$ cat src/hw/mem_stage_params.svh
`ifndef MEM_STAGE_PARAMS_SVH
`define MEM_STAGE_PARAMS_SVH

// Register and data word
`define XLEN        32

// One memory byte lane
`define BYTE_W      8

// Destination register index
`define REG_ADDR_W  5

// Byte address on the bus
`define RAM_ADDR_W  10

// Bytes in the RAM
`define RAM_DEPTH   1024

`endif
$ cat src/hw/mem_stage_pkg.sv
`include "mem_stage_params.svh"

package mem_stage_pkg;

    ////////////////////////////////////////
    // Encodings
    ////////////////////////////////////////

    typedef enum logic [3:0] {
        NONE = 4'd0,
        LB   = 4'd1,
        LBU  = 4'd2,
        LH   = 4'd3,
        LHU  = 4'd4,
        LW   = 4'd5,
        SB   = 4'd6,
        SH   = 4'd7,
        SW   = 4'd8
    } mem_op_e;

    typedef enum logic [1:0] {
        IDLE = 2'd0,
        BEAT = 2'd1,
        DONE = 2'd2
    } seq_state_e;

    ////////////////////////////////////////
    // Pipeline
    ////////////////////////////////////////

    // alu is the byte address for memory ops
    typedef struct packed {
        logic                   valid;
        mem_op_e                op;
        logic                   rf_we;
        logic [`REG_ADDR_W-1:0] rd;
        logic [`XLEN-1:0]       alu;
        logic [`XLEN-1:0]       sdata;
    } ex_mem_t;

    typedef struct packed {
        logic                   valid;
        logic                   we;
        logic [`REG_ADDR_W-1:0] rd;
        logic [`XLEN-1:0]       wdata;
    } mem_wb_t;

    ////////////////////////////////////////
    // Wishbone and sequencer request
    ////////////////////////////////////////

    typedef struct packed {
        logic                   cyc;
        logic                   stb;
        logic                   we;
        logic [`RAM_ADDR_W-1:0] adr;
        logic [`BYTE_W-1:0]     dat;
    } wb_req_t;

    typedef struct packed {
        logic                   ack;
        logic [`BYTE_W-1:0]     dat;
    } wb_rsp_t;

    typedef struct packed {
        logic                   start;
        mem_op_e                op;
        logic [`RAM_ADDR_W-1:0] addr;
        logic [`XLEN-1:0]       sdata;
    } access_t;

endpackage

$ cat src/hw/mem_stage.sv
`include "mem_stage_params.svh"

module mem_stage (
    input  logic                   clk,
    input  logic                   rst_n_i,
    input  mem_stage_pkg::ex_mem_t ex_i,
    output mem_stage_pkg::mem_wb_t wb_o,
    output logic                   stall_o,
    output mem_stage_pkg::access_t acc_o,
    input  logic                   done_i,
    input  logic [`XLEN-1:0]       rdata_i
);
    import mem_stage_pkg::*;

    mem_wb_t          wb_q;
    logic             started_q;
    logic             is_mem;
    logic             is_load;
    logic [`XLEN-1:0] load_word;

    ////////////////////////////////////////
    // Decode and access request
    ////////////////////////////////////////

    assign is_mem  = ex_i.valid && (ex_i.op != NONE);
    assign is_load = ex_i.op inside {LB, LBU, LH, LHU, LW};

    // Execute holds ex_i until stall falls
    assign stall_o = is_mem && !done_i;

    always_comb begin
        acc_o.start = is_mem && !started_q;
        acc_o.op    = ex_i.op;
        acc_o.addr  = ex_i.alu[`RAM_ADDR_W-1:0];
        acc_o.sdata = ex_i.sdata;
    end

    // One start per memory instruction
    always_ff @(posedge clk) begin
        if (!rst_n_i) begin
            started_q <= 1'b0;
        end else if (done_i) begin
            started_q <= 1'b0;
        end else if (acc_o.start) begin
            started_q <= 1'b1;
        end
    end

    // Raw word from the sequencer is zero padded
    always_comb begin
        case (ex_i.op)
            LB:      load_word = {{(`XLEN-`BYTE_W){rdata_i[`BYTE_W-1]}},
                                  rdata_i[`BYTE_W-1:0]};
            LBU:     load_word = {{(`XLEN-`BYTE_W){1'b0}}, rdata_i[`BYTE_W-1:0]};
            LH:      load_word = {{(`XLEN-2*`BYTE_W){rdata_i[2*`BYTE_W-1]}},
                                  rdata_i[2*`BYTE_W-1:0]};
            LHU:     load_word = {{(`XLEN-2*`BYTE_W){1'b0}}, rdata_i[2*`BYTE_W-1:0]};
            default: load_word = rdata_i;
        endcase
    end

    ////////////////////////////////////////
    // Write-back register
    ////////////////////////////////////////

    always_ff @(posedge clk) begin
        if (!rst_n_i) begin
            wb_q.valid <= 1'b0;
        end else begin
            wb_q.valid <= ex_i.valid && (!is_mem || done_i);
            wb_q.we    <= ex_i.rf_we && (!is_mem || is_load);
            wb_q.rd    <= ex_i.rd;
            if (!is_mem) begin
                wb_q.wdata <= ex_i.alu;
            end else if (is_load) begin
                wb_q.wdata <= load_word;
            end else begin
                wb_q.wdata <= '0;
            end
        end
    end

    assign wb_o = wb_q;

endmodule

$ cat config.mk
export PLATFORM = sky130hd
export DESIGN_NAME = mem_stage
export DESIGN_NICKNAME = d
export VERILOG_FILES = /design/src/hw/mem_stage_pkg.sv /design/src/hw/mem_stage.sv
export VERILOG_INCLUDE_DIRS = /design/src /design/src/hw
export SDC_FILE = /design/constraint.sdc
export NUM_CORES = 1
export LEC_CHECK = 0
export ABC_AREA = 0
export ABC_CLOCK_PERIOD_IN_PS = 2200
export BUFFER_PORTS_ARGS = -buffer_cell sky130_fd_sc_hd__buf_2
export CORE_MARGIN = 2
export CORE_UTILIZATION = 25
export DETAILED_ROUTE_END_ITERATION = 10
export GPL_ROUTABILITY_DRIVEN = 0
export PLACE_DENSITY = 0.66
export SLEW_MARGIN = 20
export SYNTH_ARGS = -nofsm -noshare
export SYNTH_HDL_FRONTEND = slang
export SYNTH_SLANG_ARGS = --single-unit
export TNS_END_PERCENT = 1
$ cat constraint.sdc
create_clock -name clk -period 2.2 [get_ports clk]
set_input_delay 0.11 -clock clk [delete_from_list [all_inputs] [get_ports clk]]
set_output_delay 0.11 -clock clk [all_outputs]
set_load 0.05 [all_outputs]
==> results of run 1 <==
[routing by layer]
layer  wire, µm  track usage
met5          0            0
met4        336      0.08440
met3        520      0.02505
met2       2956       0.1992
met1       2144       0.1290
[layout by cell type, fill, tap and decap left out, types with 2 or more instances in the layout]
cell	count
a221o_1	7
a22o_1	8
a31oi_1	16
buf_2	132
buf_4	2
clkbuf_8	5
dfxtp_1	2
dlygate4sd3_1	6
edfxtp_1	38
nand2_1	21
nor2_1	4
nor2b_1	3
o21ai_0	16
[stage by stage]
step	util	hold slack (ns)	area, µm²	power (mW)	std cells
finish	0.3218	0.09139	2779	2.102	391
CTS	0.3206	0.08376	2769	2.121	391
global placement	0.3008	0.2206	2597	1.514	377
floorplan	-	0.1861	2215	1.516	194
global route	0.3218	0.08840	2779	2.187	391
detailed placement	0.3008	0.2206	2597	1.520	377
[how the worst max path moves through the flow]
stage | start | endpoint | slack (ns) | cells after the start
floorplan | ex_i[70] | wb_o[38] | 0.70 | 5
global placement | ex_i[71] | wb_o[21] | 0.49 | 4
detailed placement | ex_i[72] | wb_o[24] | 0.36 | 4
CTS | ex_i[72] | wb_o[21] | 0.67 | 4
global route | ex_i[71] | stall_o | 0.75 | 5
finish | ex_i[71] | stall_o | 0.79 | 5
[Yosys cell counts]
library cell,n
buf_4,47
edfxtp_1,38
nand2_1,21
a31oi_1,16
o21ai_0,16
a22o_1,8
a221o_1,7
buf_2,6
nor2_1,4
buf_6,3
clkbuf_1,3
nor2b_1,3
dfxtp_1,2
o2111ai_1,2
a211o_1,1
a21boi_0,1
a21boi_1,1
and3_4,1
and4_1,1
clkinv_1,1
inv_1,1
nand2b_1,1
nand3_1,1
nand3b_1,1
nor2b_2,1
nor3b_1,1
nor4bb_1,1
o21ai_1,1
o221ai_1,1
o41ai_4,1
or3_1,1
or3_4,1
[worst min-delay path: stages]
cell     delay (ns)
buf_2          0.07
nand2_1        0.03
o21ai_0        0.05
[sequential cells by signal (all words and copies together), names as in the netlist]
register	cells
started_q	1
wb_o	39
[cell type report]
cell class              instances  area, µm²
repair buffers                140      735.7
flip-flops and latches         40       1181
inverters                       2      7.507
fillers                       891       5857
well taps                     108      135.1
clock buffers                   5      68.82
multi-input cells              93      608.1
clock inverters                 3      42.54
[kinds of logic after synthesis]
family / after synthesis
simple gates: 38
buf+inv: 61
flops: 40
compound gates: 55
[where the power goes]
part	leakage [nW]	switching (mW)	total (mW)	internal, mW
Clock	0.0541	0.258	0.594	0.336
Sequential	0.385	0.0155	0.926	0.910
Combinational	0.778	0.425	0.582	0.157
==> qor.yml, run 1 <==
core_area_um2: 8636
first_iter_violations: 63
vdd_ir_drop_max_mv: 0.2188
cp_max_fo: 20
layout_setup_ws_ns: 0.7940
routed_wl_um: 5958
synth_mux_area_frac: 0
drc: 0
cts_tree: "done"
nets: 392
min_from: "ex_i[59]"
grt_pass1_wl_um: 8894
ys_seq_area_frac: 0.5333
synth_xor_area_frac: 0
worstSkewPairLatency_ns: 0.29
holdPathEnd: "wb_o[27]"
outcome: "finished, final reports clean"
fin_crit_ns: 1.406
tightestPinTransition_ns: 0.8977
synth_top_family_by_area: "buffers and inverters"
htree_levels: 2
ff2ff_setup_slack_ns: 1.58
crit_top_cell: "buf_2"
drtAntennaViolNets: 0
cts_setup_buffers: 0
synth_fa_ha_area_frac: 0
fp.dieArea_um2: 9628
cts_root_buffer: "clkbuf_8"
ys_warn_count: 0
drv_cap: 0
cts-resized-gates: 0
critPathKind: "in -> out"
slew_headroom: 0.4015
min_path_type: "in -> reg"
setup_viol: 0
num_vias: 1783
worstSetupStartpointType: "primary input"
pre_cts_slack_ns: 0.3587
die_h_um: 98.12
holdPathStages: 3
cp-end-kind: "output port"
hpwl_um: 4621
slowest_delay_ns: 0.39
max_freq_mhz: 711.2
grt_max_degree: 41
synth-simple-area-share: 0.08814
synth_area_um2: 2215
required_ns: 2.09
worstReg2RegEnd: "started_q"
synth_compound_area_frac: 0.1819
path_buf_inv: 3
die_x_um: 98.12
arrival_ns: 1.30
rows: 34
io_buffers: 132
clk_path_buf_depth: 2
crit_slowest_cell: "o41ai_4"
track_usage: 0.1171
synth_top_area_cell: "edfxtp_1"
antenna_found_initial: 0
p_leak_nw: 1.217
r2r_cells: 2
cts.sinks: 40
fin_skew_ns: 0
drive_above_1_share: 0.5230
min_period_over_period: 0.6391
synth_seq_cells: 40
grt_pass1_vias: 1699
syn_to_final_growth_pct: 25.48
setup_tns_ns: 0
start_util: 0.2564
rsz0062_at_grt: "no"
synth_cell_types: 32
io_pins: 197
reg2reg_from: "started_q"
wl_per_cell_um: 15.24
viasPerCell: 4.560
hold_viol: 0
power_density_nw_per_um2: 756.4
clk_pin_slew_ns: 0.08
synth.net_count: 304
netlist.area_leader.share: 0.5153
syn_area_per_cell_um2: 11.42
grt-ovfl-total: 0
cp_top_family: "buffers and inverters"
antenna_cells: 0
ys_top_cells_by_area: "edfxtp_1 52%, buf_4 16%, a31oi_1 4.5%"
drv_slew: 0
cp_cell_sequence: "buf_2 > o41ai_4 > buf_4 > nor2_1 > buf_2"
netlist_instances: 194
firstDrtPassIters: 5
cts_hold_buf: 6
cts_buffers: 5
(Power assumes the default switching activity.)
==> run 2: changes to the inputs <==
--- a/config.mk
+++ b/config.mk
@@ -7,13 +7,13 @@
 export NUM_CORES = 1
 export LEC_CHECK = 0
 export ABC_AREA = 0
-export ABC_CLOCK_PERIOD_IN_PS = 2200
+export ABC_CLOCK_PERIOD_IN_PS = 1150
 export BUFFER_PORTS_ARGS = -buffer_cell sky130_fd_sc_hd__buf_2
 export CORE_MARGIN = 2
 export CORE_UTILIZATION = 25
 export DETAILED_ROUTE_END_ITERATION = 10
 export GPL_ROUTABILITY_DRIVEN = 0
-export PLACE_DENSITY = 0.66
+export PLACE_DENSITY = 0.68
 export SLEW_MARGIN = 20
 export SYNTH_ARGS = -nofsm -noshare
 export SYNTH_HDL_FRONTEND = slang
==> constraint.sdc (replaced) <==
create_clock -name clk -period 1.15 [get_ports clk]
set_input_delay 0.0575 -clock clk [delete_from_list [all_inputs] [get_ports clk]]
set_output_delay 0.0575 -clock clk [all_outputs]
set_load 0.05 [all_outputs]
==> run 2 against run 1 <==
  * Non-clock buffer count grew 27
  * Die area is the same
  * Sequential share of layout area shrank 3.1 points
  * Largest power group unchanged
  * Hold slack lost 0.044 ns
  * Sequential cell count is the same
==> qor.yml, run 2 (synthesis gave the netlist of run 1 again) <==
final_util: 0.3467  # +0.02492
min_path_type: "in -> reg"
power_mw: 3.853  # +83%
path_depth: 6  # +1
firstDrtPassIters: 6  # +1
drv_slew: 0  # unchanged
min_from: "ex_i[63]"
min_period_over_period: 0.9656
wl_per_cell_um: 14.94  # -2.0%
grt_pass1_wl_um: 9170  # +3.1%
cts_buffers: 5  # unchanged
slowest_delay_ns: 0.37  # -0.02 ns
outcome: "finished, final reports clean"
io_buffers: 132  # unchanged
fin_crit_ns: 1.110
rsz0062_at_grt: "no"
worstSetupStartpointType: "primary input"
critPathKind: "in -> out"
die_h_um: 98.12  # unchanged
power_density_nw_per_um2: 1287  # +70%
cts_tree: "done"
hold_ws_ns: 0.04759  # -0.04380 ns
cp_max_fo: 5  # -75%
ff2ff_setup_slack_ns: 0.55  # -1.03 ns
die_x_um: 98.12  # unchanged
cp_top_family: "buffers and inverters"
cts_root_buffer: "clkbuf_8"
path_buf_inv: 4  # +1
nets: 419  # +6.9%
pre_cts_slack_ns: -0.2025  # -0.5611 ns
htree_levels: 2  # unchanged
holdPathEnd: "wb_o[31]"
worstSkewPairLatency_ns: 0.28  # about the same
worstReg2RegEnd: "started_q"
viasPerCell: 4.612  # +1.1%
drtAntennaViolNets: 0  # unchanged
r2r_cells: 2  # unchanged
antenna_found_initial: 0  # unchanged
hpwl_um: 4747  # +2.7%
slew_headroom: 0.6382  # +0.2367
tightestPinTransition_ns: 0.5416  # -0.3562 ns
drive_above_1_share: 0.5566  # +0.03367
first_iter_violations: 86  # +37%
p_leak_nw: 1.348  # +11%
fin_cells: 418  # +6.9%
clk_pin_slew_ns: 0.07  # about the same
crit_slowest_cell: "o41ai_4"
nFillCells: 885  # -0.67%
fp.dieArea_um2: 9628  # unchanged
cts.sinks: 40  # unchanged
layout_common_cells: "129 x buf_2, 38 x edfxtp_1, 24 x buf_4, 21 x nand2_1"
setup_tns_ns: 0  # unchanged
cp-end-kind: "output port"
rows: 34  # unchanged
seqCellArea_um2: 1181  # unchanged
grt-ovfl-total: 0  # unchanged
setup_viol: 0  # unchanged
drv_cap: 0  # unchanged
max_freq_mhz: 900.6
cp_cell_sequence: "buf_2 > buf_6 > o41ai_4 > buf_6 > nor2_1 > buf_6"
reg2reg_from: "started_q"
routed_wl_um: 6244  # +4.8%
placed_area_um2: 2783  # +7.1%
multi_input_area_um2: 600.6  # -1.2%
arrival_ns: 1.05  # -0.25 ns
vdd_ir_drop_max_mv: 0.3775  # +73%
num_vias: 1928  # +8.1%
grt_pass1_vias: 1847  # +8.7%
required_ns: 1.09  # -1.00 ns
layout_setup_ws_ns: 0.03959  # -0.7544 ns
drc: 0  # unchanged
syn_to_final_growth_pct: 35.20
largest_register_ffs: 39  # unchanged
io_pins: 197  # unchanged
clk_path_buf_depth: 2  # unchanged
start_util: 0.2564  # unchanged
crit_top_cell: "buf_6"
track_usage: 0.1200  # +0.002889
hold_viol: 0  # unchanged
final_common_cell: "buf_2"
dpl.cell_count: 398  # +5.6%
grt_max_degree: 41  # unchanged
fin_skew_ns: 0  # unchanged
core_area_um2: 8636  # unchanged
holdPathStages: 3  # unchanged
final_area_um2: 2994  # +7.7%
[run 2: area by class of cell]
class,count,area share
Inverter,2,0.002507
Sequential cell,40,0.3945
Tap cell,108,0.04513
Antenna cell,1,0.0008358
Clock inverter,1,0.001672
Multi-Input combinational cell,93,0.2006
Timing Repair Buffer,167,0.3305
Clock buffer,6,0.02424
[run 2: power by group]
group	internal (mW)	leakage, nW	switching [mW]
sequential	1.74	0.385	0.0304
combinational	0.377	0.923	0.831
clock	0.413	0.0410	0.461
[run 2: what timing repair did]
action / 4_1_cts / 5_1_grt
setup endpoints to repair: 2 / 6
gates cloned: 0 / 0
buffers inserted: 3 / 3
pin swaps: 1 / 1
resized for setup: 5 / 3
hold endpoints to repair: 6 / 0
hold buffers: 6 / 0
[run 2: layer usage]
layer,share of wire,up-vias,global-route usage
met2,0.54,80,0.2197
met3,0.065,49,0.02219
met4,0.054,0,0.08226
li1,-,905,-
met5,0,-,0
met1,0.34,894,0.1228
[run 2: worst max path at each step]
stage                  start         to
floorplan           ex_i[70]    wb_o[0]
global route        ex_i[71]  acc_o[46]
detailed placement  ex_i[71]   wb_o[23]
finish              ex_i[72]  acc_o[46]
global placement    ex_i[71]   wb_o[19]
CTS                 ex_i[70]  acc_o[46]
[run 2: worst min-delay path: cells and delay by family]
family	cells	cell delay [ns]
buf+inv	1	0.08
compound gates	1	0.05
simple gates	1	0.03
