File: src/hw/mem_stage_params.svh
`ifndef MEM_STAGE_PARAMS_SVH
`define MEM_STAGE_PARAMS_SVH

// Register and data word
`define XLEN        32

// One memory byte lane
`define BYTE_W      8

// Destination register index
`define REG_ADDR_W  5

// Byte address on the bus
`define RAM_ADDR_W  10

// Bytes in the RAM
`define RAM_DEPTH   1024

`endif
File: src/hw/mem_stage_pkg.sv
`include "mem_stage_params.svh"

package mem_stage_pkg;

    ////////////////////////////////////////
    // Encodings
    ////////////////////////////////////////

    typedef enum logic [3:0] {
        NONE = 4'd0,
        LB   = 4'd1,
        LBU  = 4'd2,
        LH   = 4'd3,
        LHU  = 4'd4,
        LW   = 4'd5,
        SB   = 4'd6,
        SH   = 4'd7,
        SW   = 4'd8
    } mem_op_e;

    typedef enum logic [1:0] {
        IDLE = 2'd0,
        BEAT = 2'd1,
        DONE = 2'd2
    } seq_state_e;

    ////////////////////////////////////////
    // Pipeline
    ////////////////////////////////////////

    // alu is the byte address for memory ops
    typedef struct packed {
        logic                   valid;
        mem_op_e                op;
        logic                   rf_we;
        logic [`REG_ADDR_W-1:0] rd;
        logic [`XLEN-1:0]       alu;
        logic [`XLEN-1:0]       sdata;
    } ex_mem_t;

    typedef struct packed {
        logic                   valid;
        logic                   we;
        logic [`REG_ADDR_W-1:0] rd;
        logic [`XLEN-1:0]       wdata;
    } mem_wb_t;

    ////////////////////////////////////////
    // Wishbone and sequencer request
    ////////////////////////////////////////

    typedef struct packed {
        logic                   cyc;
        logic                   stb;
        logic                   we;
        logic [`RAM_ADDR_W-1:0] adr;
        logic [`BYTE_W-1:0]     dat;
    } wb_req_t;

    typedef struct packed {
        logic                   ack;
        logic [`BYTE_W-1:0]     dat;
    } wb_rsp_t;

    typedef struct packed {
        logic                   start;
        mem_op_e                op;
        logic [`RAM_ADDR_W-1:0] addr;
        logic [`XLEN-1:0]       sdata;
    } access_t;

endpackage

File: src/hw/mem_access_seq.sv
`include "mem_stage_params.svh"

module mem_access_seq (
    input  logic                   clk,
    input  logic                   rst_n_i,
    input  mem_stage_pkg::access_t req_i,
    output mem_stage_pkg::wb_req_t bus_o,
    input  mem_stage_pkg::wb_rsp_t bus_i,
    output logic                   done_o,
    output logic                   busy_o,
    output logic [`XLEN-1:0]       rdata_o
);
    import mem_stage_pkg::*;

    seq_state_e             state_q;
    logic [1:0]             beat_q;
    logic                   busy_q;

    mem_op_e                op_q;
    logic [1:0]             last_q;
    logic [`RAM_ADDR_W-1:0] addr_q;
    logic [`XLEN-1:0]       sdata_q;
    logic [`XLEN-1:0]       rdata_q;

    logic                   accept;
    logic                   is_store;

    // Index of the final beat for each access size
    function automatic logic [1:0] last_beat(input mem_op_e op);
        case (op)
            LH, LHU, SH: last_beat = 2'd1;
            LW, SW:      last_beat = 2'd3;
            default:     last_beat = 2'd0;
        endcase
    endfunction

    assign accept   = (state_q == IDLE) && req_i.start;
    assign is_store = (op_q == SB) || (op_q == SH) || (op_q == SW);

    ////////////////////////////////////////
    // FSM
    ////////////////////////////////////////

    always_ff @(posedge clk) begin
        if (!rst_n_i) begin
            state_q <= IDLE;
            beat_q  <= 2'd0;
            busy_q  <= 1'b0;
        end else begin
            case (state_q)
                IDLE: begin
                    if (req_i.start) begin
                        state_q <= BEAT;
                        beat_q  <= 2'd0;
                        busy_q  <= 1'b1;
                    end
                end
                BEAT: begin
                    if (bus_i.ack) begin
                        if (beat_q == last_q) begin
                            state_q <= DONE;
                            busy_q  <= 1'b0;
                        end else begin
                            beat_q <= beat_q + 2'd1;
                        end
                    end
                end
                default: begin
                    state_q <= IDLE;
                end
            endcase
        end
    end

    // Access payload and load assembly
    always_ff @(posedge clk) begin
        if (accept) begin
            op_q    <= req_i.op;
            last_q  <= last_beat(req_i.op);
            addr_q  <= req_i.addr;
            sdata_q <= req_i.sdata;
            rdata_q <= '0;
        end else if ((state_q == BEAT) && bus_i.ack && !is_store) begin
            // Little endian, beat n lands in byte lane n
            rdata_q[beat_q*`BYTE_W +: `BYTE_W] <= bus_i.dat;
        end
    end

    ////////////////////////////////////////
    // Bus drive
    ////////////////////////////////////////

    // stb drops in the ack cycle, next beat follows directly
    always_comb begin
        bus_o.cyc = (state_q == BEAT);
        bus_o.stb = (state_q == BEAT) && !bus_i.ack;
        bus_o.we  = is_store;
        bus_o.adr = addr_q + `RAM_ADDR_W'(beat_q);
        bus_o.dat = sdata_q[beat_q*`BYTE_W +: `BYTE_W];
    end

    assign done_o  = (state_q == DONE);
    assign busy_o  = busy_q;
    assign rdata_o = rdata_q;

endmodule

File: config.mk
export PLATFORM = sky130hd
export DESIGN_NAME = mem_access_seq
export DESIGN_NICKNAME = d
export VERILOG_FILES = /design/src/hw/mem_stage_pkg.sv /design/src/hw/mem_access_seq.sv
export VERILOG_INCLUDE_DIRS = /design/src /design/src/hw
export SDC_FILE = /design/constraint.sdc
export NUM_CORES = 1
export LEC_CHECK = 0
export BUFFER_PORTS_ARGS = -buffer_cell sky130_fd_sc_hd__buf_2
export CORE_MARGIN = 4
export CORE_UTILIZATION = 55
export CTS_CLUSTER_DIAMETER = 120
export CTS_CLUSTER_SIZE = 8
export DETAILED_ROUTE_END_ITERATION = 8
export GPL_ROUTABILITY_DRIVEN = 0
export PLACE_DENSITY = 0.82
export SLEW_MARGIN = 15
export SYNTH_ARGS = -nofsm -noshare
export SYNTH_HDL_FRONTEND = slang
export SYNTH_SLANG_ARGS = --single-unit
File: constraint.sdc
create_clock -name clk -period 6.55 [get_ports clk]
set_clock_uncertainty 0.05 [all_clocks]
set_input_delay 0.655 -clock clk [delete_from_list [all_inputs] [get_ports clk]]
set_output_delay 0.655 -clock clk [all_outputs]
set_load 0.01 [all_outputs]
==> results of run 1 <==
state kept, by name (all words and copies together), names as in the netlist:
| name | flops |
|---|---|
| rdata_o | 32 |
| sdata_q | 32 |
| addr_q | 10 |
| op_q | 4 |
| beat_q | 2 |
| last_q | 2 |
| state_q | 2 |
| busy_o | 1 |
per-stage QoR:
stage               hold slack [ns]  setup slack, ns  instance area (µm²)  total power, µW  utilization, %
finish                        0.408             3.18                 4420             1080            69.3
global placement              0.394             3.59                 4220              720            66.1
floorplan                     0.432             3.87                 3640              678               -
CTS                           0.411             3.13                 4420             1090            69.3
detailed placement            0.399             3.53                 4220              725            66.1
global route                  0.401             2.92                 4420             1130            69.3
per-layer routing:
layer  vias up  wire length, µm  global-route usage, %
li1       1218                -                      -
met1      1158             2940                   24.2
met2        80             3900                   32.5
met3        12              509                   4.70
met4         0              105                   7.44
met5         -                0                      0
cell usage in the layout (no fill, tap or decap), types with 6 or more instances in the layout:
cell type	n
buf_2	112
clkbuf_8	10
dfxtp_1	37
edfxtp_1	48
ha_1	7
mux2i_1	33
mux4_2	8
nand2_1	37
nand3_1	34
nor2_1	6
xor2_1	8
worst max-delay path, stage by stage, from the launching register on:
cell,delay (ns)
dfxtp_1,0.94
ha_1,0.30
inv_1,0.05
fa_1,0.45
nor3_1,0.25
xor2_1,0.18
buf_2,0.15
Yosys cell counts (2+ instances only):
| library cell | n | area, µm² |
|---|---|---|
| a21oi_1 | 3 | 15.0 |
| and3b_1 | 2 | 17.5 |
| buf_2 | 6 | 30.0 |
| buf_6 | 2 | 22.5 |
| clkbuf_1 | 5 | 18.8 |
| dfxtp_1 | 37 | 741 |
| edfxtp_1 | 48 | 1440 |
| ha_1 | 7 | 87.6 |
| inv_1 | 6 | 22.5 |
| mux2i_1 | 33 | 330 |
| mux4_2 | 8 | 180 |
| nand2_1 | 37 | 139 |
| nand2b_1 | 2 | 12.5 |
| nand3_1 | 34 | 170 |
| nand4_4 | 4 | 85.1 |
| nor2_1 | 6 | 22.5 |
| nor2b_1 | 4 | 25.0 |
| nor3b_1 | 2 | 15.0 |
| nor3b_2 | 3 | 37.5 |
| xnor2_1 | 2 | 17.5 |
| xor2_1 | 8 | 70.1 |
logic make-up after synthesis:
logic type	share of synthesized area [%]
buf+inv	2.89
fa+ha+maj	2.96
simple gates	16.0
mux	14.0
compound gates	1.75
flops	59.9
xor+xnor	2.41
cell type report:
cell class	count	area share, %
Sequential cell	85	49.3
Multi-Input combinational cell	170	30.6
Timing Repair Buffer	113	12.8
Clock buffer	10	3.11
Tap cell	77	2.18
Clock inverter	6	1.41
Inverter	6	0.509
path summary, 6_finish.rpt:
check	depth (start not counted)	start	to	slack, ns
worst min-delay path	2	rdata_o[9]	rdata_o[9]	0.41
worst max-delay path	6	beat_q[0]	bus_o[16]	3.18
worst max register to register	5	beat_q[0]	rdata_o[20]	4.01
worst min register to register	2	rdata_o[9]	rdata_o[9]	0.41
where the power goes:
part	total (µW)	internal, µW	switching [µW]
Sequential	606	593	13.0
Combinational	105	44.4	60.8
Clock	366	185	181
Total	1080	823	255
==> impl_metrics.ini, run 1 <==
[placement]
place.port_buffers = 112
detailedPlacementHpwl_um = 5480
place_inst = 451

[synth]
synthesis.nets = 342
synthesis.area_per_instance_um2 = 13.2
asyncSetResetFlopFracSynth_pct = 0
post_synth_inst_count = 276
synth_warnings = 0
ys_seq_elements = 85
post_synth_num_cell_types = 38
synth_enable_flop_cells = 48
syn_area_mm2 = 0.00364
seq_area_frac_synth_pct = 59.9
synth_flop_cell = edfxtp_1

[setup_path]
critPathKind = reg -> out
timing.critical_path.to_type = output pin
worstPathMaxFanout = 18
timing.critical_path.required_ns = 5.84
critical_path.startpoint_type = register
worst_ep_arrival_time_ns = 2.67

[pwr]
power_leakage_uw = 0.00198
power-per-cell-area_mw_per_mm2 = 244
vdd_ir_drop_max_mv = 0.144

[clock_network]
path_clk_slew_ns = 0.08
clockBufferDepth = 2
post_cts_buffers = 0
htree_num_levels = 3
cts_buffers = 9
numClockSinks = 85
ctsRootBufferMaster = clkbuf_8
cts_tree = yes
hold_buffers = 0
clock_latency_ns = 0.34
post_cts_resize_count = 0

[drt]
postRouteWirelength_um = 7450
route.detailed.drc = 0
route.vias.total = 2468
drt_iter0_drc = 134
drtAntennaViolNets = 0
route.detailed.vias_per_inst = 5.28
routed_wire_length_per_instance_um = 16.0
drt-pass1-iter-count = 4

[die]
core.rowCount = 29
floorplan.initialDensity_pct = 57.0
pin_count = 113
core_area_mm2 = 0.00639
die_x_um = 89.4
design.die.area_mm2 = 0.00799
dieHeight_um = 89.4

[cells_and_area]
antenna_cells_inserted = 0
finalNonFillerCells = 467
final_nets = 451
num-fill-cells = 479
post_route_cells_drive_above_1_share_pct = 37.4
syn2layout_area_growth_pct = 21.5
register_area_mm2 = 0.00218
multi_input_area_mm2 = 0.00135

[global_route]
antenna_found_initial = 0
globalRouteTotalUtil_pct = 19.3
largest_net_degree_at_the_start_of_global_routing = 68
grt_first_pass_wirelength_um = 11400
grt-ovfl-total = 0
number_of_global_route_vias_before_repair = 2372

[sta]
period_share_pct = 51.5
tns_ns = 0
timing_hold_violations_final = 0
finalCriticalPeriod_ns = 3.37
report.final.slew_viol_count = 0
finalSetupViolations = 0
timing_worst_slew_pin_value_ns = 0.970
grt_setup_unrepaired = no
maxSlewHeadroom_pct = 35.2
max_freq_ghz = 0.297

[run_status]
status = completed

[job]
cap_violations = 0

[hold_path]
worstHoldPathType = reg -> reg
No activity file was read; power rests on OpenSTA's default activity.
==> inputs of run 2 (changes only) <==
--- a/config.mk
+++ b/config.mk
@@ -8,12 +8,12 @@
 export LEC_CHECK = 0
 export BUFFER_PORTS_ARGS = -buffer_cell sky130_fd_sc_hd__buf_2
 export CORE_MARGIN = 4
-export CORE_UTILIZATION = 55
+export CORE_UTILIZATION = 51
 export CTS_CLUSTER_DIAMETER = 120
 export CTS_CLUSTER_SIZE = 8
 export DETAILED_ROUTE_END_ITERATION = 8
 export GPL_ROUTABILITY_DRIVEN = 0
-export PLACE_DENSITY = 0.82
+export PLACE_DENSITY = 0.77
 export SLEW_MARGIN = 15
 export SYNTH_ARGS = -nofsm -noshare
 export SYNTH_HDL_FRONTEND = slang
==> constraint.sdc (replaced) <==
create_clock -name clk -period 3.2 [get_ports clk]
set_clock_uncertainty 0.05 [all_clocks]
set_input_delay 0.32 -clock clk [delete_from_list [all_inputs] [get_ports clk]]
set_output_delay 0.32 -clock clk [all_outputs]
set_load 0.01 [all_outputs]
==> impl_metrics.ini, run 2 (same netlist as run 1, synthesis figures left out) <==
[run_status]
status = completed

[placement]
placedInstanceArea_mm2 = 0.00426
place.port_buffers = 112
detailedPlacementHpwl_um = 5590
post_placement_worst_setup_slack_ns = 1.08
place_inst = 472

[setup_path]
rr_endpoint = rdata_o[23]
critPathLaunch = beat_q[1]
timing.critical_path.required_ns = 2.83
critical_path.startpoint_type = register
r2r_slack_ns = 1.09
worst_ep_arrival_time_ns = 2.08
r2r.worst_path.cells = 6
crit_path_end = bus_o[16]
worstPathMaxFanout = 14
timing.critical_path.to_type = output pin
timing.rr.start = beat_q[0]
critPathKind = reg -> out

[clock_network]
post_cts_buffers = 0
post_cts_resize_count = 0
path_clk_slew_ns = 0.08
ctsRootBufferMaster = clkbuf_8
hold_buffers = 0
htree_num_levels = 3
cts_tree = yes
clockBufferDepth = 2
cts_buffers = 9
clock_latency_ns = 0.34
numClockSinks = 85

[die]
dieHeight_um = 92.5
core_area_mm2 = 0.00687
pin_count = 113
floorplan.initialDensity_pct = 53.0
die_x_um = 92.5
core.rowCount = 30
design.die.area_mm2 = 0.00856

[cells_and_area]
antenna_cells_inserted = 0
most_frequent_standard_cell_in_the_layout_excluding_fill_and_tap_cells = buf_2
layout.cells.most_common_list = 112 x buf_2, 48 x edfxtp_1, 37 x nand2_1, 37 x dfxtp_1, 34 x nand3_1
finalNonFillerCells = 488
syn2layout_area_growth_pct = 21.4
post_route_cells_drive_above_1_share_pct = 37.8
final_nets = 453
stdcell_area_mm2 = 0.00442
num-fill-cells = 530

[hold_path]
worstHoldPathType = in -> reg

[drt]
drt_iter0_drc = 134
route.detailed.drc = 0
route.detailed.vias_per_inst = 5.08
drtAntennaViolNets = 0
drt-pass1-iter-count = 4
postRouteWirelength_um = 7640
route.vias.total = 2478
routed_wire_length_per_instance_um = 15.7

[sta]
max_freq_ghz = 0.408
grt_setup_unrepaired = no
period_share_pct = 76.5
maxSlewHeadroom_pct = 34.5
finalCriticalPeriod_ns = 2.45
tns_ns = 0
timing_worst_slew_pin_value_ns = 0.981
timing_hold_violations_final = 0
report.final.slew_viol_count = 0
finalSetupViolations = 0
finalWorstSetupSlack_ns = 0.751

[global_route]
grt-ovfl-total = 0
number_of_global_route_vias_before_repair = 2491
globalRouteTotalUtil_pct = 18.3
grt_first_pass_wirelength_um = 12100
antenna_found_initial = 0
largest_net_degree_at_the_start_of_global_routing = 67

[pwr]
power_uw = 2090
power_leakage_uw = 0.00197
power-per-cell-area_mw_per_mm2 = 473
vdd_ir_drop_max_mv = 0.270

[job]
cap_violations = 0
run 2: layout make-up:
| cell class | instances | area (µm²) | share of cell area [%] |
|---|---|---|---|
| inverter | 6 | 22.5 | 0.509 |
| sequential | 85 | 2180 | 49.4 |
| clock inverter | 5 | 27.5 | 0.623 |
| clock buffer | 11 | 131 | 2.97 |
| timing repair buffer | 115 | 583 | 13.2 |
| tap | 96 | 120 | 2.72 |
| multi-input combinational | 170 | 1350 | 30.6 |
run 2: metal layers:
layer	track usage [%]	routed length [µm]	vias up
met5	0	0	-
met2	30.3	3790	74
met4	6.93	138	0
met3	4.22	508	12
met1	23.2	3200	1167
li1	-	-	1225
run 2: through the flow:
step / util (%) / hold slack, ns
floorplan: - / 0.369
finish: 64.4 / 0.0924
CTS: 64.4 / 0.0848
global placement: 62.0 / 0.393
detailed placement: 62.0 / 0.399
global route: 64.4 / 0.0796
run 2: worst max-delay path, cell delays in order, from the launching register on:
cell and delay, ns:
dfxtp_1 0.31, buf_4 0.21, inv_1 0.14, fa_1 0.50
nor3_1 0.26, xor2_1 0.17, buf_2 0.15
run 2: how the worst min path moves through the flow:
stage                            from           to  slack, ns  depth (start not counted)
after floorplan             req_i[32]    addr_q[0]       0.37                          0
after global placement    rdata_o[30]  rdata_o[30]       0.39                          2
after detailed placement  rdata_o[30]  rdata_o[30]       0.40                          2
after CTS                   req_i[34]    addr_q[2]       0.08                          1
after global routing        req_i[38]    addr_q[6]       0.08                          1
final                       req_i[37]    addr_q[5]       0.09                          1
run 2: report_power, final:
part	switching, µW	leakage, µW	internal, µW
logic	131	0.00113	92.0
registers	21.5	0.000758	1210
clock network	354	0.0000790	276
