### src/hw/mem_stage_params.svh
`ifndef MEM_STAGE_PARAMS_SVH
`define MEM_STAGE_PARAMS_SVH

// Register and data word
`define XLEN        32

// One memory byte lane
`define BYTE_W      8

// Destination register index
`define REG_ADDR_W  5

// Byte address on the bus
`define RAM_ADDR_W  10

// Bytes in the RAM
`define RAM_DEPTH   1024

`endif
### src/hw/mem_stage_pkg.sv
`include "mem_stage_params.svh"

package mem_stage_pkg;

    ////////////////////////////////////////
    // Encodings
    ////////////////////////////////////////

    typedef enum logic [3:0] {
        NONE = 4'd0,
        LB   = 4'd1,
        LBU  = 4'd2,
        LH   = 4'd3,
        LHU  = 4'd4,
        LW   = 4'd5,
        SB   = 4'd6,
        SH   = 4'd7,
        SW   = 4'd8
    } mem_op_e;

    typedef enum logic [1:0] {
        IDLE = 2'd0,
        BEAT = 2'd1,
        DONE = 2'd2
    } seq_state_e;

    ////////////////////////////////////////
    // Pipeline
    ////////////////////////////////////////

    // alu is the byte address for memory ops
    typedef struct packed {
        logic                   valid;
        mem_op_e                op;
        logic                   rf_we;
        logic [`REG_ADDR_W-1:0] rd;
        logic [`XLEN-1:0]       alu;
        logic [`XLEN-1:0]       sdata;
    } ex_mem_t;

    typedef struct packed {
        logic                   valid;
        logic                   we;
        logic [`REG_ADDR_W-1:0] rd;
        logic [`XLEN-1:0]       wdata;
    } mem_wb_t;

    ////////////////////////////////////////
    // Wishbone and sequencer request
    ////////////////////////////////////////

    typedef struct packed {
        logic                   cyc;
        logic                   stb;
        logic                   we;
        logic [`RAM_ADDR_W-1:0] adr;
        logic [`BYTE_W-1:0]     dat;
    } wb_req_t;

    typedef struct packed {
        logic                   ack;
        logic [`BYTE_W-1:0]     dat;
    } wb_rsp_t;

    typedef struct packed {
        logic                   start;
        mem_op_e                op;
        logic [`RAM_ADDR_W-1:0] addr;
        logic [`XLEN-1:0]       sdata;
    } access_t;

endpackage

### src/hw/wb_byte_arbiter.sv
module wb_byte_arbiter (
    input  logic                   clk,
    input  logic                   rst_n_i,
    input  mem_stage_pkg::wb_req_t data_req_i,
    input  mem_stage_pkg::wb_req_t fetch_req_i,
    output mem_stage_pkg::wb_rsp_t data_rsp_o,
    output mem_stage_pkg::wb_rsp_t fetch_rsp_o,
    output mem_stage_pkg::wb_req_t ram_req_o,
    input  mem_stage_pkg::wb_rsp_t ram_rsp_i
);

    localparam logic GNT_DATA  = 1'b0;
    localparam logic GNT_FETCH = 1'b1;

    logic owner_q;
    logic owner_cyc;
    logic grant;

    // Owner keeps the bus while its cyc stays high
    assign owner_cyc = (owner_q == GNT_FETCH) ? fetch_req_i.cyc : data_req_i.cyc;

    // Idle bus, data before fetch
    always_comb begin
        if (owner_cyc) begin
            grant = owner_q;
        end else if (data_req_i.cyc) begin
            grant = GNT_DATA;
        end else if (fetch_req_i.cyc) begin
            grant = GNT_FETCH;
        end else begin
            grant = owner_q;
        end
    end

    always_ff @(posedge clk) begin
        if (!rst_n_i) begin
            owner_q <= GNT_DATA;
        end else begin
            owner_q <= grant;
        end
    end

    ////////////////////////////////////////
    // Routing
    ////////////////////////////////////////

    // Only the granted master reaches the RAM
    assign ram_req_o = (grant == GNT_FETCH) ? fetch_req_i : data_req_i;

    always_comb begin
        data_rsp_o      = ram_rsp_i;
        fetch_rsp_o     = ram_rsp_i;
        data_rsp_o.ack  = ram_rsp_i.ack && (grant == GNT_DATA);
        fetch_rsp_o.ack = ram_rsp_i.ack && (grant == GNT_FETCH);
    end

endmodule

### config.mk
export PLATFORM = sky130hd
export DESIGN_NAME = wb_byte_arbiter
export DESIGN_NICKNAME = d
export VERILOG_FILES = /design/src/hw/mem_stage_pkg.sv /design/src/hw/wb_byte_arbiter.sv
export VERILOG_INCLUDE_DIRS = /design/src /design/src/hw
export SDC_FILE = /design/constraint.sdc
export NUM_CORES = 1
export LEC_CHECK = 0
export ABC_CLOCK_PERIOD_IN_PS = 1220
export BUFFER_PORTS_ARGS = -buffer_cell sky130_fd_sc_hd__buf_2
export CELL_PAD_IN_SITES_DETAIL_PLACEMENT = 1
export CELL_PAD_IN_SITES_GLOBAL_PLACEMENT = 1
export CORE_MARGIN = 10
export CORE_UTILIZATION = 13
export CTS_CLUSTER_SIZE = 20
export DETAILED_ROUTE_END_ITERATION = 7
export GPL_TIMING_DRIVEN = 0
export PLACE_DENSITY_LB_ADDON = 0.25
export SLEW_MARGIN = 10
export SYNTH_ARGS = -nofsm -noshare
export SYNTH_HDL_FRONTEND = slang
export SYNTH_SLANG_ARGS = --single-unit
export TNS_END_PERCENT = 20
### constraint.sdc
create_clock -name clk -period 1.22 [get_ports clk]
set_input_delay 0.061 -clock clk [delete_from_list [all_inputs] [get_ports clk]]
set_output_delay 0.061 -clock clk [all_outputs]
set_load 0.005 [all_outputs]
==> metrics.log, run 1 <==
INFO  metric outcome = complete, but fails checks
INFO  metric violations = negative setup slack
INFO  metric number_of_search_and_repair_iterations_in_the_first_detailed_routing_pass = 1
INFO  metric irDropWorstVdd = 0.000161 V
INFO  metric setup-tns-final = -0.748 ns
INFO  metric synthArstFlopShare = 0%
INFO  metric die_ar = 0.00666 mm^2
INFO  metric die_height = 81.6 um
INFO  metric worstHoldPathCells = 2
INFO  metric worst_r2r_startpoint = owner_q
INFO  metric syn_area = 493 um^2
INFO  metric met1_track_demand_over_resource_in_global_routing = 5.93%
INFO  metric hold_path.class = in -> reg
INFO  metric regMostFlops = owner_q
INFO  metric floorplan.die.width = 81.6 um
INFO  metric grt.met2_usage = 13.7%
INFO  metric critical_path_class = reg -> out
INFO  metric drcViolationCount = 0
INFO  metric reg2reg_setup_slack = 0.18 ns
INFO  metric antenna_cells_inserted = 0
INFO  metric clock_insertion_delay_worst_skew = 0 ns
INFO  metric place.detailed.hpwl = 2.46 mm
INFO  metric number_of_global_route_vias_before_repair = 764
INFO  metric synthTopCellsByCount = 17 x mux2_4, 16 x buf_4, 3 x mux2_2
INFO  metric worst-endpoint-required = 1.16 ns
INFO  metric final_nets = 185
INFO  metric start_util = 13.5%
INFO  metric pin_count = 92
INFO  metric crit_arrival = 1.21 ns
INFO  metric global_route.usage.met3 = 3.60%
INFO  metric placeableCoreArea = 0.00366 mm^2
INFO  metric largest_reg_flops = 1
INFO  metric final.hold.worst_slack = 0.265 ns
INFO  metric final_design_area_no_fill = 980 um^2
INFO  metric timing_worst_slew_pin_value = 0.119 ns
INFO  metric post_synth_main_area_contributors = mux2_4 52%, buf_4 24%, mux2_2 6.9%, buf_6 4.6%, dfxtp_1 4.1%
INFO  metric mappedNetlistNets = 99
INFO  metric critical_path.max_fanout = 10
INFO  metric finish.cell_count_without_fillers = 178
INFO  metric ys_warn_count = 0
INFO  metric track_usage = 6.71%
INFO  metric gp_routability_congestion = 0.676
INFO  metric placement.cell_area = 968 um^2
INFO  metric final.period_utilization = 104%
INFO  metric relative_slew_slack = 92.1%
INFO  metric hold_path_startpoint = rst_n_i
INFO  metric power.leakage = 0.598 nW
INFO  metric yosys_most_used_dff = dfxtp_1
INFO  metric clk_pin_slew_worst_paths = 0 ns
INFO  metric avgRoutedWirePerCell = 14.4 um
INFO  metric grt_first_pass_wirelength = 3.72 mm
INFO  metric aggregate_global_routing_overflow = 0
INFO  metric yosysSeqAreaShare = 4.06%
INFO  metric layout_setup_ws = -0.0479 ns
INFO  metric synth_enable_flop_cells = 0
INFO  metric num_rows = 22
INFO  metric drt_first_iter_violations = 0
INFO  metric post-synth-top-count-cell = mux2_4
INFO  metric via_cell_ratio = 3.69
INFO  metric netlist.area_leader.share = 51.8%
INFO  metric wirelength = 2.57 mm
INFO  metric vias = 657
INFO  metric rsz0062_at_grt = yes
INFO  metric final_critical_path_time_including_i_o_delays_and_setup = 1.27 ns
INFO  metric hold_viol = 0
INFO  metric largest_net_degree_at_the_start_of_global_routing = 11
INFO  metric timing.clock.skew = 0 ns
INFO  metric max_freq = 0.789 GHz
INFO  metric port_buffers = 83
INFO  metric synthDominantAreaCellType = mux2_4
INFO  metric setup-violations-final = 18
INFO  metric areaGrowthSynthToFinish = 98.7%
INFO  metric synth_cells = 46
INFO  metric hold-path-endpoint = owner_q
INFO  metric r2r_end = owner_q
INFO  metric place.detailed.instances = 177
INFO  metric timing.reg2reg.worst_path_depth = 3
INFO  metric post_synth_num_cell_types = 10
INFO  metric kind_of_end_point_of_the_critical_path = output port
INFO  metric final_antenna_net_count = 0
INFO  metric postSynthAreaPerCell = 10.7 um^2
INFO  metric pwr_density_cell = 422 mW/mm^2
INFO  metric max_cap_viol_count = 0
INFO  metric slew_violations = 0
INFO  metric biggestRegsByFlops = owner_q: 1 flops
INFO  metric worst_setup_path_start_kind = register
INFO  metric post_route_cells_drive_above_1_share = 95.4%
INFO  metric antenna_found_initial = 0
INFO  metric yosys_reg_bits = 1
INFO  metric gr-max-usage-layer = met2
## cells in the final DEF (no fill, tap or decap)
cell type	synthesis	final
buf_2	0	83
or2_2	1	1
maj3_2	1	1
mux2_4	17	17
dfxtp_1	1	1
nor2_1	1	1
buf_6	2	1
buf_8	0	1
and2_1	2	2
inv_1	2	2
buf_4	16	17
mux2_2	3	3
## worst max path at each step
stage	start	end	slack (ns)	cells after the start
2_1_floorplan	owner_q	ram_req_o[10]	0.06	3
3_3_place_gp	owner_q	ram_req_o[11]	-0.10	4
3_5_place_dp	owner_q	ram_req_o[8]	-0.11	4
4_1_cts	owner_q	ram_req_o[17]	-0.06	4
5_1_grt	owner_q	ram_req_o[3]	-0.08	4
6_report	owner_q	ram_req_o[8]	-0.05	4
## cells by family after synthesis
group	after synthesis	share of synthesized area, %
buffers and inverters	20	30.5
multiplexers	20	58.6
AND/OR/NAND/NOR	4	4.57
flip-flops	1	4.06
adder cells (fa/ha/maj)	1	2.28
## worst max-delay path, stage by stage, from the launching register on
cell and delay, ns:
dfxtp_1 0.28, maj3_2 0.33, buf_8 0.17, mux2_4 0.29, buf_2 0.13
## area by class of cell
class                      instances  area (um^2)
inverter                           2         7.51
sequential                         1         20.0
timing repair buffer              84          423
fill                             471         2680
multi-input combinational         25          323
tap                               48         60.1
buffer                            18          146
## report_power, final
part	internal [mW]	total (mW)	switching [mW]
logic	0.252	0.378	0.126
clock network	0	0	0
registers	0.0353	0.0359	0.000528
## per-layer routing
metal	vias up	wire length [um]
met5	-	0
met4	0	0
met3	0	384
met2	53	1330
met1	296	854
li1	308	-
## what timing repair did
item,CTS,global route
setup buffers,1,0
hold endpoints to repair,0,0
pin swaps,1,0
hold buffers,0,0
resized for setup,1,0
setup endpoints to repair,17,20
## per-stage QoR
step	worst slack, ns	total power [mW]	utilization, %
after floorplan	0.0632	0.236	-
after global placement	-0.100	0.408	26.5
after detailed placement	-0.105	0.420	26.5
after CTS	-0.0573	0.426	26.8
after global routing	-0.0784	0.452	26.8
final	-0.0479	0.414	26.8
No activity file was read; power rests on OpenSTA's default activity.
==> run 2, diff against run 1 <==
--- a/config.mk
+++ b/config.mk
@@ -15,6 +15,7 @@
 export CTS_CLUSTER_SIZE = 20
 export DETAILED_ROUTE_END_ITERATION = 7
 export GPL_TIMING_DRIVEN = 0
+export MAX_ROUTING_LAYER = met4
 export PLACE_DENSITY_LB_ADDON = 0.25
 export SLEW_MARGIN = 10
 export SYNTH_ARGS = -nofsm -noshare
==> run 2 against run 1 <==
  * The run still ends with negative setup slack left
  * Core utilization unchanged
  * Worst hold slack about the same
  * Routed wire length about the same
  * Largest cell class unchanged
==> metrics.log, run 2 (synthesized netlist as in run 1, its figures left out) <==
INFO  metric num_rows = 22 (unchanged)
INFO  metric max_cap_viol_count = 0 (unchanged)
INFO  metric port_buffers = 83 (unchanged)
INFO  metric antenna_cells_inserted = 0 (unchanged)
INFO  metric relative_slew_slack = 92.1% (unchanged)
INFO  metric floorplan.die.width = 81.6 um (unchanged)
INFO  metric outcome = complete, but fails checks
INFO  metric final_design_area_no_fill = 980 um^2 (unchanged)
INFO  metric die_height = 81.6 um (unchanged)
INFO  metric most_common_cell_after_layout_fill_and_taps_aside = buf_2
INFO  metric cp_top_delay_family = adder cells
INFO  metric timing_worst_slew_pin_value = 0.119 ns (+0.000000238 ns)
INFO  metric drcViolationCount = 0 (unchanged)
INFO  metric met3RoutedLength = 272 um (-29%)
INFO  metric violations = negative setup slack
INFO  metric largest_net_degree_at_the_start_of_global_routing = 11 (unchanged)
INFO  metric highest_routed_layer = met3
INFO  metric final_antenna_net_count = 0 (unchanged)
INFO  metric clock_insertion_delay_worst_skew = 0 ns (unchanged)
INFO  metric biggestRegsByFlops = owner_q: 1 flops
INFO  metric setup-violations-final = 18 (unchanged)
INFO  metric start_util = 13.5% (unchanged)
INFO  metric pin_count = 92 (unchanged)
INFO  metric hold_path.class = in -> reg
INFO  metric aggregate_global_routing_overflow = 0 (unchanged)
INFO  metric layout.cells.most_common_list = 83 x buf_2, 17 x mux2_4, 17 x buf_4
INFO  metric max_freq = 0.789 GHz (about the same)
INFO  metric wirelength = 2.57 mm (about the same)
INFO  metric avgRoutedWirePerCell = 14.5 um (about the same)
INFO  metric grt_first_pass_wirelength = 3.68 mm (-0.94%)
INFO  metric final_critical_path_time_including_i_o_delays_and_setup = 1.27 ns (+0.0000153 ns)
INFO  metric post_route_cells_drive_above_1_share = 95.4% (unchanged)
INFO  metric vias = 658 (+0.15%)
INFO  metric power.leakage = 0.598 nW (unchanged)
INFO  metric number_of_global_route_vias_before_repair = 771 (+0.92%)
INFO  metric gp_routability_congestion = 0.682 (+0.99%)
INFO  metric regMostFlops = owner_q
INFO  metric max_stage_delay = 0.33 ns (about the same)
INFO  metric met2WireLength = 1.33 mm (about the same)
INFO  metric final.period_utilization = 104% (about the same)
INFO  metric worstPathBufferInverterCount = 2 (unchanged)
INFO  metric critical_path.max_fanout = 10 (unchanged)
INFO  metric critical-path-slowest-cell = maj3_2
INFO  metric m1WireLength = 966 um (+13%)
INFO  metric detailedPlace.worstSlack = -0.105 ns (unchanged)
INFO  metric clk_pin_slew_worst_paths = 0 ns (unchanged)
INFO  metric placeableCoreArea = 0.00366 mm^2 (unchanged)
INFO  metric final_nets = 185 (unchanged)
INFO  metric pwr_density_cell = 422 mW/mm^2 (about the same)
INFO  metric slew_violations = 0 (unchanged)
INFO  metric place.detailed.instances = 177 (unchanged)
INFO  metric finish.cell_count_without_fillers = 178 (unchanged)
INFO  metric layout_setup_ws = -0.0479 ns (-0.0000153 ns)
INFO  metric irDropWorstVdd = 0.000160 V (about the same)
INFO  metric timing.clock.skew = 0 ns (unchanged)
INFO  metric crit_arrival = 1.21 ns (about the same)
INFO  metric drt_first_iter_violations = 0 (unchanged)
INFO  metric hold_viol = 0 (unchanged)
INFO  metric largest_reg_flops = 1 (unchanged)
INFO  metric place.detailed.hpwl = 2.46 mm (unchanged)
INFO  metric antenna_found_initial = 0 (unchanged)
INFO  metric worst_setup_path_start_kind = register
INFO  metric number_of_search_and_repair_iterations_in_the_first_detailed_routing_pass = 1 (unchanged)
INFO  metric areaGrowthSynthToFinish = 98.7% (unchanged)
INFO  metric final.hold.worst_slack = 0.265 ns (-0.0000920 ns)
INFO  metric worst-endpoint-required = 1.16 ns (about the same)
INFO  metric placement.cell_area = 968 um^2 (unchanged)
INFO  metric kind_of_end_point_of_the_critical_path = output port
INFO  metric rsz0062_at_grt = yes
INFO  metric via_cell_ratio = 3.70 (+0.15%)
INFO  metric cp_cell_sequence = maj3_2 -> buf_8 -> mux2_4 -> buf_2
INFO  metric die_ar = 0.00666 mm^2 (unchanged)
INFO  metric critical_path_class = reg -> out
INFO  metric track_usage = 6.90% (+0.20 points)
==> run 2: repair_timing <==
action	CTS	global route
pin swaps	1	0
hold buffers	0	0
buffers inserted	1	0
hold endpoints to repair	0	0
gates resized for setup	1	0
setup endpoints to repair	17	20
==> run 2: routing by layer <==
metal	global-route usage, %	vias to the layer above
met1	6.79	297
met2	13.7	53
met3	2.07	0
li1	-	308
met5	-	-
met4	0	0
==> run 2: layout make-up <==
type	instances	area (um^2)
Buffer	18	146
Fill cell	471	2680
Inverter	2	7.51
Multi-Input combinational cell	25	323
Sequential cell	1	20.0
Tap cell	48	60.1
Timing Repair Buffer	84	423
==> run 2: final timing paths <==
kind | depth (start not counted) | from | to | slack (ns)
max | 4 | owner_q | ram_req_o[8] | -0.05
min | 2 | rst_n_i | owner_q | 0.26
max reg2reg | 3 | owner_q | owner_q | 0.18
min reg2reg | 3 | owner_q | owner_q | 0.84
==> run 2: per-stage QoR <==
stage / util (%) / setup TNS [ns] / total power, mW
after floorplan: - / 0 / 0.236
after global placement: 26.5 / -1.55 / 0.408
after detailed placement: 26.5 / -1.63 / 0.420
after CTS: 26.8 / -0.850 / 0.426
after global routing: 26.8 / -1.25 / 0.451
final: 26.8 / -0.748 / 0.414
==> run 2: power breakdown <==
part           internal [mW]  switching, mW  leakage, nW
logic                  0.252          0.126        0.590
registers             0.0353       0.000529      0.00826
clock network              0              0            0
total                  0.287          0.127        0.598
==> run 3, diff against run 2 <==
--- a/config.mk
+++ b/config.mk
@@ -16,7 +16,8 @@
 export DETAILED_ROUTE_END_ITERATION = 7
 export GPL_TIMING_DRIVEN = 0
 export MAX_ROUTING_LAYER = met4
-export PLACE_DENSITY_LB_ADDON = 0.25
+export PLACE_DENSITY_LB_ADDON = 0.3
+export REMOVE_ABC_BUFFERS = 1
 export SLEW_MARGIN = 10
 export SYNTH_ARGS = -nofsm -noshare
 export SYNTH_HDL_FRONTEND = slang
==> run 3 against run 2 <==
  * The run still ends with negative setup slack left
  * Routed wire length is 11% lower
  * Maximum frequency is 1.8% higher
  * Via count is 17% lower
  * Global-route usage is 1.0 points lower
  * Final cell count is 18% lower
  * Clock skew stayed put
  * Core utilization is 5.2 points lower
  * Largest power group unchanged
==> metrics.log, run 3 (synthesized netlist as in run 1, its figures left out) <==
INFO  metric outcome = complete, but fails checks
INFO  metric violations = negative setup slack
INFO  metric crit_arrival = 1.18 ns (-0.03 ns)
INFO  metric grt_first_pass_wirelength = 3.11 mm (-16%)
INFO  metric timing.reg2reg.worst_path_depth = 2 (-1)
INFO  metric detailedPlace.worstSlack = -0.338 ns (-0.232 ns)
INFO  metric placeableCoreArea = 0.00366 mm^2 (unchanged)
INFO  metric post_route_cells_drive_above_1_share = 95.9% (+0.53 points)
INFO  metric worst_setup_path_start_kind = register
INFO  metric ctsHoldBuffers = 0 (unchanged)
INFO  metric largest_reg_flops = 1 (unchanged)
INFO  metric via_cell_ratio = 3.76 (+1.7%)
INFO  metric critical_path_class = reg -> out
INFO  metric irDropWorstVdd = 0.000167 V (+4.4%)
INFO  metric slew_violations = 0 (unchanged)
INFO  metric most_common_cell_after_layout_fill_and_taps_aside = buf_2
INFO  metric number_of_search_and_repair_iterations_in_the_first_detailed_routing_pass = 1 (unchanged)
INFO  metric antenna_cells_inserted = 0 (unchanged)
INFO  metric start_util = 13.5% (unchanged)
INFO  metric clk_pin_slew_worst_paths = 0 ns (unchanged)
INFO  metric hold_path.class = in -> out
INFO  metric r2r_end = owner_q
INFO  metric setup-violations-final = 17 (-1)
INFO  metric die_height = 81.6 um (unchanged)
INFO  metric multiInputGateArea = 364 um^2 (+13%)
INFO  metric crit_path_start = owner_q
INFO  metric aggregate_global_routing_overflow = 0 (unchanged)
INFO  metric biggestRegsByFlops = owner_q: 1 flops
INFO  metric comb_power_share = 88.7% (-2.6 points)
INFO  metric track_usage = 5.90% (-1.0 points)
INFO  metric crit_end = ram_req_o[3]
INFO  metric clock_insertion_delay_worst_skew = 0 ns (unchanged)
INFO  metric critical_path.max_fanout = 6 (-4)
INFO  metric power.leakage = 0.451 nW (-25%)
INFO  metric power_frac_seq = 11.3% (+2.6 points)
INFO  metric place.detailed.hpwl = 1.77 mm (-28%)
INFO  metric hold_viol = 0 (unchanged)
INFO  metric rsz0062_at_grt = yes
INFO  metric kind_of_end_point_of_the_critical_path = output port
INFO  metric areaGrowthSynthToFinish = 59.9%
INFO  metric timing_worst_slew_pin_value = 0.149 ns (+0.0300 ns)
INFO  metric reg2reg_setup_slack = 0.23 ns (+0.05 ns)
INFO  metric max_cap_viol_count = 0 (unchanged)
INFO  metric net-switching-power = 113 uW (-11%)
INFO  metric regMostFlops = owner_q
INFO  metric port_buffers = 67 (-19%)
INFO  metric final_antenna_net_count = 0 (unchanged)
INFO  metric layout_setup_ws = -0.0259 ns (+0.0220 ns)
INFO  metric number_of_global_route_vias_before_repair = 624 (-19%)
INFO  metric drcViolationCount = 0 (unchanged)
INFO  metric worst-endpoint-required = 1.16 ns (about the same)
INFO  metric pin_count = 92 (unchanged)
INFO  metric floorplan.die.width = 81.6 um (unchanged)
INFO  metric timing.clock.skew = 0 ns (unchanged)
INFO  metric max_freq = 0.803 GHz (+1.8%)
INFO  metric clockPowerShare = 0% (unchanged)
INFO  metric gp_routability_congestion = 0.681 (-0.15%)
INFO  metric die_ar = 0.00666 mm^2 (unchanged)
INFO  metric avgRoutedWirePerCell = 15.7 um (+8.8%)
INFO  metric num_rows = 22 (unchanged)
INFO  metric sw_frac_of_total = 32.4% (+1.7 points)
INFO  metric final_critical_path_time_including_i_o_delays_and_setup = 1.25 ns (-0.0220 ns)
INFO  metric vias = 549 (-17%)
INFO  metric relative_slew_slack = 90.1% (-2.0 points)
INFO  metric fill_cells = 460 (-2.3%)
INFO  metric regArea = 21.3 um^2 (+6.2%)
INFO  metric final.period_utilization = 102% (-1.8 points)
INFO  metric cellInternalPower = 236 uW (-18%)
INFO  metric finalPower = 350 uW (-16%)
INFO  metric antenna_found_initial = 0 (unchanged)
INFO  metric final_nets = 153 (-17%)
INFO  metric largest_net_degree_at_the_start_of_global_routing = 7 (-4)
INFO  metric wirelength = 2.30 mm (-11%)
INFO  metric worst_r2r_startpoint = owner_q
INFO  metric layout.cells.most_common_list = 67 x buf_2, 17 x mux2_4, 3 x maj3_4, 3 x mux2_2, 2 x and2_1
INFO  metric pwr_density_cell = 443 mW/mm^2 (+5.0%)
INFO  metric drt_first_iter_violations = 0 (unchanged)
[run 3: critical path, stage by stage, from the launching register on]
cell and delay, ns:
dfxtp_2 0.33, maj3_4 0.41, mux2_4 0.32, buf_2 0.13
[run 3: cell type report]
| type | instances | share of cell area [%] |
|---|---|---|
| Multi-Input combinational cell | 28 | 46.2 |
| Timing Repair Buffer | 67 | 42.5 |
| Tap cell | 48 | 7.62 |
| Sequential cell | 1 | 2.70 |
| Inverter | 2 | 0.952 |
[run 3: worst min path at each step]
stage	cells after the start	end	start	slack, ns
2_1_floorplan	0	data_rsp_o[0]	ram_rsp_i[0]	0.12
3_3_place_gp	0	fetch_rsp_o[0]	ram_rsp_i[0]	0.12
3_5_place_dp	0	fetch_rsp_o[0]	ram_rsp_i[0]	0.12
4_1_cts	0	fetch_rsp_o[0]	ram_rsp_i[0]	0.12
5_1_grt	0	fetch_rsp_o[1]	ram_rsp_i[1]	0.12
6_report	0	fetch_rsp_o[0]	ram_rsp_i[0]	0.12
[run 3: power groups by stage]
stage / combinational [mW] / clock, mW / sequential, mW
detailed placement: 0.294 / 0 / 0.0360
CTS: 0.321 / 0 / 0.0397
global route: 0.339 / 0 / 0.0400
floorplan: 0.147 / 0 / 0.0358
global placement: 0.287 / 0 / 0.0361
finish: 0.310 / 0 / 0.0394
[run 3: through the flow]
stage               instance area, um^2  std cells  hold slack (ns)  util [%]  TNS (ns)
floorplan                           350         28            0.122         -    -0.543
global route                        788        146            0.122      21.5    -0.994
detailed placement                  746        143            0.122      20.4     -5.75
global placement                    746        143            0.122      20.4     -5.48
CTS                                 788        146            0.122      21.5    -0.810
finish                              788        146            0.122      21.5    -0.311
[run 3: timing repair]
item                                    in CTS  in global routing
endpoints found under the setup margin      23                 20
gates resized for setup                      5                  0
cloned                                       3                  0
buffers inserted                             0                  0
pin swaps                                    3                  3
[run 3: layer usage]
layer,up-vias,global-route usage [%],routed length [um],share of wire (%)
met1,237,5.37,805,35
met5,-,-,0,0
met2,60,11.1,1130,49
li1,252,-,-,-
met4,0,0,0,0
met3,0,3.38,357,16
